===== config.mk =====
export PLATFORM = sky130hd
export DESIGN_NAME = rv_core
export DESIGN_NICKNAME = d
export VERILOG_FILES = /design/src/source/rv_isa_pkg.sv /design/src/source/core_ctrl_pkg.sv /design/src/source/fetch_unit.sv /design/src/source/reg_file.sv /design/src/source/decode_stage.sv /design/src/source/execute_stage.sv /design/src/source/writeback_unit.sv /design/src/source/rv_core.sv
export SDC_FILE = /design/constraint.sdc
export NUM_CORES = 2
export LEC_CHECK = 0
export BUFFER_PORTS_ARGS = -buffer_cell sky130_fd_sc_hd__buf_2
export CAP_MARGIN = 5
export CORE_MARGIN = 4
export CORE_UTILIZATION = 55
export CTS_CLUSTER_DIAMETER = 60
export DETAILED_ROUTE_END_ITERATION = 10
export PLACE_DENSITY = 0.68
export REMOVE_ABC_BUFFERS = 1
export SKIP_CTS_REPAIR_TIMING = 1
export SYNTH_ARGS = -nofsm -noshare
export SYNTH_HDL_FRONTEND = slang
export SYNTH_SLANG_ARGS = --single-unit

===== constraint.sdc =====
create_clock -name clk -period 6.79 [get_ports clk]
set_input_delay 1.358 -clock clk [delete_from_list [all_inputs] [get_ports clk]]
set_output_delay 1.358 -clock clk [all_outputs]
set_load 0.01 [all_outputs]

===== src/source/rv_isa_pkg.sv =====
package rv_isa_pkg;

  // widths
  localparam int xlen       = 32;
  localparam int ilen       = 32;
  localparam int reg_addr_w = 5;
  localparam int num_regs   = 32;

  typedef logic [xlen-1:0]       word_t;
  typedef logic [ilen-1:0]       inst_t;
  typedef logic [reg_addr_w-1:0] reg_addr_t;

  localparam word_t pc_step  = 32'd4;
  localparam word_t reset_pc = 32'h0000_0000;
  localparam inst_t nop_inst = 32'h0000_0013; // addi x0, x0, 0

  // major opcodes
  localparam logic [6:0] opc_op     = 7'b011_0011;
  localparam logic [6:0] opc_op_imm = 7'b001_0011;
  localparam logic [6:0] opc_lui    = 7'b011_0111;

  // funct3, shared by the register and immediate forms
  localparam logic [2:0] f3_add_sub = 3'b000;
  localparam logic [2:0] f3_sll     = 3'b001;
  localparam logic [2:0] f3_slt     = 3'b010;
  localparam logic [2:0] f3_sltu    = 3'b011;
  localparam logic [2:0] f3_xor     = 3'b100;
  localparam logic [2:0] f3_srl_sra = 3'b101;
  localparam logic [2:0] f3_or      = 3'b110;
  localparam logic [2:0] f3_and     = 3'b111;

  localparam logic [6:0] alt_funct7 = 7'b010_0000; // sub, sra, srai

  // field positions, lsb and width
  localparam int opc_lsb    = 0;
  localparam int opc_w      = 7;
  localparam int rd_lsb     = 7;
  localparam int funct3_lsb = 12;
  localparam int funct3_w   = 3;
  localparam int rs1_lsb    = 15;
  localparam int rs2_lsb    = 20;
  localparam int funct7_lsb = 25;
  localparam int funct7_w   = 7;
  localparam int imm_i_lsb  = 20;
  localparam int imm_i_w    = 12;
  localparam int imm_u_lsb  = 12;
  localparam int imm_u_w    = 20;

endpackage


===== src/source/core_ctrl_pkg.sv =====
package core_ctrl_pkg;

  // alu functions, pass_b forwards operand b untouched
  typedef enum logic [3:0] {
    alu_add,
    alu_sub,
    alu_sll,
    alu_slt,
    alu_sltu,
    alu_xor,
    alu_srl,
    alu_sra,
    alu_or,
    alu_and,
    alu_pass_b
  } alu_fn_e;

  // second alu operand
  typedef enum logic {
    op_b_rs2,
    op_b_imm
  } op_b_sel_e;

  // first alu operand, zero is taken by lui
  typedef enum logic {
    op_a_rs1,
    op_a_zero
  } op_a_sel_e;

endpackage


===== src/source/fetch_unit.sv =====
`timescale 1ns/1ps

module fetch_unit import rv_isa_pkg::*; (
  input  logic  clk,
  input  logic  arst_n,
  input  logic  fetch_en,
  input  inst_t imem_data,
  output word_t imem_addr,
  output logic  if_valid,
  output word_t if_pc,
  output inst_t if_inst
);

  word_t pc;

  assign imem_addr = pc; // memory answers within the cycle

  always_ff @(posedge clk or negedge arst_n) begin
    if (!arst_n) begin
      pc       <= reset_pc;
      if_valid <= 1'b0;
    end else begin
      if_valid <= fetch_en;
      if (fetch_en) begin
        pc <= pc + pc_step; // pc holds while paused
      end
    end
  end

  // fetch register payload
  always_ff @(posedge clk) begin
    if (fetch_en) begin
      if_pc   <= pc;
      if_inst <= imem_data;
    end else begin
      if_inst <= nop_inst; // bubble
    end
  end

endmodule


===== src/source/reg_file.sv =====
`timescale 1ns/1ps

module reg_file import rv_isa_pkg::*; (
  input  logic      clk,
  input  logic      arst_n,
  input  reg_addr_t rs1_addr,
  input  reg_addr_t rs2_addr,
  output word_t     rs1_data,
  output word_t     rs2_data,
  input  logic      wb_we,
  input  reg_addr_t wb_addr,
  input  word_t     wb_data
);

  word_t regs [num_regs];
  logic  wr_en;

  assign wr_en = wb_we && (wb_addr != '0); // writes to x0 are dropped

  always_ff @(posedge clk or negedge arst_n) begin
    if (!arst_n) begin
      for (int i = 0; i < num_regs; i++) begin
        regs[i] <= '0;
      end
    end else if (wr_en) begin
      regs[wb_addr] <= wb_data;
    end
  end

  // x0 reads zero, a same-cycle write passes straight through
  function automatic word_t read_port(reg_addr_t addr);
    if (addr == '0) return '0;
    if (wr_en && (wb_addr == addr)) return wb_data;
    return regs[addr];
  endfunction

  always_comb begin
    rs1_data = read_port(rs1_addr);
    rs2_data = read_port(rs2_addr);
  end

  a_x0_zero: assert property (@(posedge clk) disable iff (!arst_n) regs[0] == '0);

endmodule


===== src/source/decode_stage.sv =====
`timescale 1ns/1ps

module decode_stage import rv_isa_pkg::*, core_ctrl_pkg::*; (
  input  logic      clk,
  input  logic      arst_n,
  input  logic      if_valid,
  input  word_t     if_pc,
  input  inst_t     if_inst,
  output reg_addr_t rs1_addr,
  output reg_addr_t rs2_addr,
  input  word_t     rs1_data,
  input  word_t     rs2_data,
  output logic      id_valid,
  output word_t     id_pc,
  output reg_addr_t id_rd,
  output reg_addr_t id_rs1,
  output reg_addr_t id_rs2,
  output word_t     id_rs1_data,
  output word_t     id_rs2_data,
  output word_t     id_imm,
  output alu_fn_e   id_alu_fn,
  output op_a_sel_e id_op_a_sel,
  output op_b_sel_e id_op_b_sel,
  output logic      id_reg_write
);

  logic [opc_w-1:0]    opcode;
  logic [funct3_w-1:0] funct3;
  logic [funct7_w-1:0] funct7;
  reg_addr_t           rd;
  logic                alt;
  word_t               imm_i;
  word_t               imm_u;
  logic                dec_ok;
  alu_fn_e             alu_fn;
  op_a_sel_e           op_a_sel;
  op_b_sel_e           op_b_sel;
  word_t               imm;

  assign opcode   = if_inst[opc_lsb +: opc_w];
  assign funct3   = if_inst[funct3_lsb +: funct3_w];
  assign funct7   = if_inst[funct7_lsb +: funct7_w];
  assign rd       = if_inst[rd_lsb +: reg_addr_w];
  assign rs1_addr = if_inst[rs1_lsb +: reg_addr_w];
  assign rs2_addr = if_inst[rs2_lsb +: reg_addr_w];
  assign alt      = (funct7 == alt_funct7);

  assign imm_i = {{(xlen - imm_i_w){if_inst[ilen-1]}}, if_inst[imm_i_lsb +: imm_i_w]};
  assign imm_u = {if_inst[imm_u_lsb +: imm_u_w], {(xlen - imm_u_w){1'b0}}};

  // sub exists only in the register form
  // sra and srai share the alt bit
  function automatic alu_fn_e f3_to_alu(logic [funct3_w-1:0] f3, logic alt_bit, logic is_reg);
    case (f3)
      f3_add_sub: return (alt_bit && is_reg) ? alu_sub : alu_add;
      f3_sll:     return alu_sll;
      f3_slt:     return alu_slt;
      f3_sltu:    return alu_sltu;
      f3_xor:     return alu_xor;
      f3_srl_sra: return alt_bit ? alu_sra : alu_srl;
      f3_or:      return alu_or;
      default:    return alu_and;
    endcase
  endfunction

  always_comb begin
    dec_ok   = 1'b1;
    alu_fn   = alu_add;
    op_a_sel = op_a_rs1;
    op_b_sel = op_b_rs2;
    imm      = imm_i;
    case (opcode)
      opc_op: alu_fn = f3_to_alu(funct3, alt, 1'b1);
      opc_op_imm: begin
        alu_fn   = f3_to_alu(funct3, alt, 1'b0);
        op_b_sel = op_b_imm; // shamt sits in the low imm bits
      end
      opc_lui: begin
        op_a_sel = op_a_zero; // 0 + imm_u
        op_b_sel = op_b_imm;
        imm      = imm_u;
      end
      default: begin
        dec_ok   = 1'b0; // unsupported opcode becomes a bubble
        alu_fn   = alu_pass_b;
        op_b_sel = op_b_imm;
      end
    endcase
  end

  always_ff @(posedge clk or negedge arst_n) begin
    if (!arst_n) begin
      id_valid     <= 1'b0;
      id_reg_write <= 1'b0;
    end else begin
      id_valid     <= if_valid && dec_ok;
      id_reg_write <= if_valid && dec_ok; // every kept op writes rd
    end
  end

  always_ff @(posedge clk) begin
    id_pc       <= if_pc;
    id_rd       <= rd;
    id_rs1      <= rs1_addr;
    id_rs2      <= rs2_addr;
    id_rs1_data <= rs1_data;
    id_rs2_data <= rs2_data;
    id_imm      <= imm;
    id_alu_fn   <= alu_fn;
    id_op_a_sel <= op_a_sel;
    id_op_b_sel <= op_b_sel;
  end

  // pass_b only marks a dropped opcode
  a_alu_fn_legal: assert property (@(posedge clk) disable iff (!arst_n)
    id_valid |-> id_alu_fn inside {alu_add, alu_sub, alu_sll, alu_slt, alu_sltu, alu_xor,
                                   alu_srl, alu_sra, alu_or, alu_and});

endmodule


===== src/source/execute_stage.sv =====
`timescale 1ns/1ps

module execute_stage import rv_isa_pkg::*, core_ctrl_pkg::*; (
  input  logic      clk,
  input  logic      arst_n,
  input  logic      id_valid,
  input  word_t     id_pc,
  input  reg_addr_t id_rd,
  input  reg_addr_t id_rs1,
  input  reg_addr_t id_rs2,
  input  word_t     id_rs1_data,
  input  word_t     id_rs2_data,
  input  word_t     id_imm,
  input  alu_fn_e   id_alu_fn,
  input  op_a_sel_e id_op_a_sel,
  input  op_b_sel_e id_op_b_sel,
  input  logic      id_reg_write,
  input  logic      wb_we,
  input  reg_addr_t wb_addr,
  input  word_t     wb_data,
  output logic      ex_valid,
  output word_t     ex_pc,
  output reg_addr_t ex_rd,
  output word_t     ex_result,
  output logic      ex_reg_write
);

  localparam int shamt_w = $clog2(xlen);

  word_t              rs1_val;
  word_t              rs2_val;
  word_t              op_a;
  word_t              op_b;
  word_t              alu_out;
  logic [shamt_w-1:0] shamt;

  // writeback bypass, wb_we is already low for x0
  assign rs1_val = (wb_we && (wb_addr == id_rs1)) ? wb_data : id_rs1_data;
  assign rs2_val = (wb_we && (wb_addr == id_rs2)) ? wb_data : id_rs2_data;

  assign op_a  = (id_op_a_sel == op_a_zero) ? '0 : rs1_val;
  assign op_b  = (id_op_b_sel == op_b_imm) ? id_imm : rs2_val;
  assign shamt = op_b[shamt_w-1:0];

  always_comb begin
    case (id_alu_fn)
      alu_add:  alu_out = op_a + op_b;
      alu_sub:  alu_out = op_a - op_b;
      alu_sll:  alu_out = op_a << shamt;
      alu_slt:  alu_out = {{(xlen - 1){1'b0}}, $signed(op_a) < $signed(op_b)};
      alu_sltu: alu_out = {{(xlen - 1){1'b0}}, op_a < op_b};
      alu_xor:  alu_out = op_a ^ op_b;
      alu_srl:  alu_out = op_a >> shamt;
      alu_sra:  alu_out = $signed(op_a) >>> shamt;
      alu_or:   alu_out = op_a | op_b;
      alu_and:  alu_out = op_a & op_b;
      default:  alu_out = op_b; // pass_b
    endcase
  end

  always_ff @(posedge clk or negedge arst_n) begin
    if (!arst_n) begin
      ex_valid     <= 1'b0;
      ex_reg_write <= 1'b0;
    end else begin
      ex_valid     <= id_valid;
      ex_reg_write <= id_valid && id_reg_write;
    end
  end

  always_ff @(posedge clk) begin
    ex_pc     <= id_pc;
    ex_rd     <= id_rd;
    ex_result <= alu_out;
  end

endmodule


===== src/source/writeback_unit.sv =====
`timescale 1ns/1ps

module writeback_unit import rv_isa_pkg::*; (
  input  logic        clk,
  input  logic        arst_n,
  input  logic        ex_valid,
  input  word_t       ex_pc,
  input  reg_addr_t   ex_rd,
  input  word_t       ex_result,
  input  logic        ex_reg_write,
  output logic        wb_we,
  output reg_addr_t   wb_addr,
  output word_t       wb_data,
  output logic        retire_valid,
  output word_t       retire_pc,
  output reg_addr_t   retire_rd,
  output word_t       retire_data,
  output logic [31:0] instret
);

  // no register write for rd = x0
  assign wb_we   = ex_valid && ex_reg_write && (ex_rd != '0);
  assign wb_addr = ex_rd;
  assign wb_data = ex_result;

  // retire trace is a one-cycle strobe per instruction
  assign retire_valid = ex_valid;
  assign retire_pc    = ex_pc;
  assign retire_rd    = ex_rd;
  assign retire_data  = ex_result;

  always_ff @(posedge clk or negedge arst_n) begin
    if (!arst_n) begin
      instret <= '0;
    end else if (retire_valid) begin
      instret <= instret + 32'd1;
    end
  end

  // every register write is also a retirement
  a_we_retires: assert property (@(posedge clk) disable iff (!arst_n)
    wb_we |-> retire_valid);

endmodule


===== src/source/rv_core.sv =====
`timescale 1ns/1ps

module rv_core import rv_isa_pkg::*, core_ctrl_pkg::*; (
  input  logic        clk,
  input  logic        arst_n,
  input  logic        fetch_en,
  output word_t       imem_addr,
  input  inst_t       imem_data,
  output logic        retire_valid,
  output word_t       retire_pc,
  output reg_addr_t   retire_rd,
  output word_t       retire_data,
  output logic [31:0] instret
);

  // fetch to decode
  logic      if_valid;
  word_t     if_pc;
  inst_t     if_inst;
  // register file read ports
  reg_addr_t rs1_addr, rs2_addr;
  word_t     rs1_data, rs2_data;
  // decode to execute
  logic      id_valid, id_reg_write;
  word_t     id_pc, id_rs1_data, id_rs2_data, id_imm;
  reg_addr_t id_rd, id_rs1, id_rs2;
  alu_fn_e   id_alu_fn;
  op_a_sel_e id_op_a_sel;
  op_b_sel_e id_op_b_sel;
  // execute to writeback
  logic      ex_valid, ex_reg_write;
  word_t     ex_pc, ex_result;
  reg_addr_t ex_rd;
  // write request, also the forwarding source
  logic      wb_we;
  reg_addr_t wb_addr;
  word_t     wb_data;

  fetch_unit     i_fetch_unit     (.*);
  decode_stage   i_decode_stage   (.*);
  reg_file       i_reg_file       (.*);
  execute_stage  i_execute_stage  (.*);
  writeback_unit i_writeback_unit (.*);

endmodule


==> parameters.txt <==
Parameter                              Value

Floorplanning
  Total die area    141000 um^2
  Die Width    376 um
  Starting Density    55.6%
  Number of placement rows    134
  Height of the die    376 um
  IO Count    169
  Core box area    134000 um^2

Placement
  Post-placement cell area    77100 um^2
  Global placement routability congestion    1.09
  Count of port buffers added during placement    164
  Post-detail-place hpwl    161 mm

Critical path
  Arrival time worst endpoint    6.40 ns
  Required arrival time at the worst endpoint    7.36 ns
  Max stage delay cell, worst path    ha_1
  Element type at the critical path start    register
  Critical setup path kind    register to register
  Worst setup EP type    register
  Cells along the critical path    nor2_2, a211o_2, nor2_4, mux2i_1, nor2_1, a21oi_1, inv_1, ha_1, nor2b_1, or4_1, o21ai_1, o41a_1, o41ai_1, buf_4, a21boi_0, xnor2_1, o221ai_1, a2111oi_0, a22oi_1
  Worst Path Buf+Inv    2
  Cell family with the largest share of critical-path delay    compound AO/OA/AOI/OAI gates
  Critical Path Max Stage Delay    0.67 ns
  Max FO, Critical Path    15

Yosys
  Synthesis-stage register bit count    1365
  Post-synthesis instance area    74500 um^2
  Share of the synthesized area in the top cell type    36.6%
  Async set-or-reset flop fraction in the synthesized netlist    79.8%
  Synth Area in XOR/XNOR    1.25%
  Simple-gate area share of the yosys netlist    4.97%
  Post-synthesis average cell area    13.2 um^2
  Synth Warn #    0
  Most repeated cell in the gate-level netlist after synthesis    dfrtp_1
  Number of distinct library cell variants in the gate-level netlist after synthesis    97
  Proportion of synthesized chip area in sequential cells    44.4%
  Most used standard cells in the synthesized netlist    dfrtp_1, mux2_2, mux4_2, clkbuf_1, dfxtp_1
  Cells after Synth    5625
  Most used DFF post-synth    dfrtp_1
  Area fraction in compound gates after synthesis    6.50%
  Combinational family with the most area after synthesis    multiplexers
  EDFF count, synth    30
  Cell type contributing the most total cell area after synthesis    dfrtp_1
  Multiplexer share of the synthesized area    37.5%
  Area share of fa/ha/maj cells after synthesis    1.72%
  Area contributors post-synth    dfrtp_1, mux4_2, mux2_2

Power
  Total power divided by cell area    255 nW/um^2
  IR drop worst, VDD    259 uV
  Leak pwr    36.7 nW
  Power Total    21.1 mW

Clocking
  Buffer cell driving the clock tree root    clkbuf_16
  CTS Buf Count    153
  Maximum level of the CTS H-tree    4
  TritonCTS clock tree    built
  CTS Sinks    1365
  Clock Path Buffers    3
  CTS clock-pin slew for the worst setup and hold paths    0.06 ns
  Clock insertion delay at the later pin of the skew report    0.82 ns

Finish
  End-of-flow core utilization    61.6%
  Final std cell area, no fill    82500 um^2
  # fillers    10346
  Layout Nets    5685
  Area overhead of the layout relative to synthesis    10.8%
  Fraction of layout instances using a drive strength above 1    41.1%

Hold path
  Class of the tightest hold or removal check    register to register

Detailed routing
  Number of search-and-repair iterations in the first detailed-routing pass    6
  ANT nets after route    0
  Ratio of routed vias to standard cells    6.93
  Average detailed-routed wire length per instance    34.0 um
  Iter 0 DRT Violations    6007
  Number of design rule violations left after detail routing    0
  Vias post-DR    51627
  Total wire length    253 mm

Timing
  Number of pins exceeding their max-slew limit in the final report    0
  Relative max-transition margin    18.7%
  Final period util    85.8%
  Highest Clock Rate    0.172 GHz
  Worst clock skew    0.0822 ns
  Worst hold margin    0.321 ns
  Post-layout min period    5.82 ns
  Slew of the pin with the lowest slew margin    1.21 ns
  Final hold violation count    0
  Final number of setup-violating endpoints    0
  Aggregate negative setup slack    0 ns
  Unrepaired setup endpoints after global routing    false

Global routing
  Largest net degree at the start of global routing    167
  First-pass GRT wire length    370 mm
  Number of antenna violations at the first check in global routing    11
  GRT Util Overall    36.0%
  Via count of the first global-routing pass    51628
  Remaining Overflow, GRT    0

Run status
  Result of the run    finished, final reports clean

Flow run
  Total of max-cap violations    0
==> worst paths after layout <==
check                      cells past startpoint                               endpoint  slack (ns)                          startpoint
max                                           19  i_execute_stage.ex_result[22]$_DFF_P_        0.97    i_execute_stage.ex_rd[0]$_DFF_P_
min                                            0        i_decode_stage.id_rd[1]$_DFF_P_        0.32  i_fetch_unit.if_inst[8]$_SDFF_PN0_
max reg2reg                                   19  i_execute_stage.ex_result[22]$_DFF_P_        0.97    i_execute_stage.ex_rd[0]$_DFF_P_
min reg2reg                                    0        i_decode_stage.id_rd[1]$_DFF_P_        0.32  i_fetch_unit.if_inst[8]$_SDFF_PN0_
max in group asynchronous                      2       i_reg_file.regs[877]$_DFFE_PN0P_        4.74                              arst_n
min in group asynchronous                      1       i_reg_file.regs[824]$_DFFE_PN0P_        0.54                              arst_n
==> metrics by stage <==
stage | setup slack, ns | instances
after global routing | 0.485 | 7448
after detailed placement | 1.11 | 7162
after CTS | 0.980 | 7448
after floorplan | -5.59 | 5044
after global placement | 1.21 | 7162
final | 0.966 | 7449
==> placed cells by master (no fill, tap or decap), types with 19 or more instances in the layout <==
cell type / Yosys / final
a21oi_1: 145 / 145
edfxtp_1: 30 / 30
o211ai_1: 21 / 21
mux2i_1: 233 / 233
a21o_1: 45 / 45
and3_1: 26 / 26
xor2_1: 27 / 27
nor3_1: 28 / 27
xnor2_1: 79 / 79
inv_1: 92 / 91
o21ai_1: 21 / 21
nand4_1: 21 / 21
a211oi_1: 93 / 93
mux4_2: 642 / 642
clkbuf_16: 0 / 158
a22oi_1: 19 / 19
nand2_1: 231 / 216
and2_1: 35 / 35
nand2b_1: 20 / 19
buf_4: 14 / 170
o22ai_1: 39 / 39
nor2b_1: 22 / 21
nor2_1: 232 / 215
clkbuf_1: 431 / 34
clkbuf_8: 0 / 39
dfxtp_1: 246 / 228
mux2_2: 980 / 980
a221oi_1: 20 / 20
a31oi_1: 21 / 21
ha_1: 99 / 99
o21ai_0: 149 / 149
nand3_1: 101 / 99
buf_2: 27 / 162
dfrtp_1: 1089 / 1089
==> flip-flops by register name (all words and copies together), names as in the netlist, 32 cells and up <==
| register | count |
|---|---|
| i_execute_stage.ex_result | 32 |
| i_reg_file.regs | 1024 |
| i_fetch_unit.if_inst | 32 |
| i_decode_stage.id_rs1_data | 32 |
| i_writeback_unit.instret | 32 |
| i_decode_stage.id_imm | 32 |
| i_decode_stage.id_rs2_data | 32 |
==> report_power, final <==
| part | switching (mW) | internal (mW) |
|---|---|---|
| sequential | 0.503 | 8.62 |
| combinational | 1.94 | 1.31 |
| clock | 3.64 | 5.06 |
==> area by class of cell <==
type / count / area [um^2] / share of cell area [%]
timing repair buffer: 350 / 2440 / 2.96
multi-input combinational: 3581 / 38900 / 47.2
sequential: 1365 / 33100 / 40.2
antenna: 1 / 2.50 / 0.00303
clock buffer: 231 / 4620 / 5.60
tap: 1768 / 2210 / 2.68
clock inverter: 55 / 788 / 0.956
inverter: 98 / 370 / 0.449
==> kinds of logic after synthesis <==
| kind of cell | count (synthesis) |
|---|---|
| multiplexers | 1859 |
| adder cells (fa/ha/maj) | 101 |
| AO/OA/AOI/OAI | 725 |
| AND/OR/NAND/NOR | 786 |
| XOR/XNOR | 106 |
| flip-flops | 1365 |
| other | 1 |
| buffers and inverters | 682 |
==> per-layer routing <==
metal	wire, um	track usage (%)	part of all wire (%)
met1	102000	50.7	40
met2	116000	55.0	46
met3	21500	6.86	8.5
met4	13500	16.2	5.3
met5	27	0	0.011
Power figures use the tool's default switching activity.
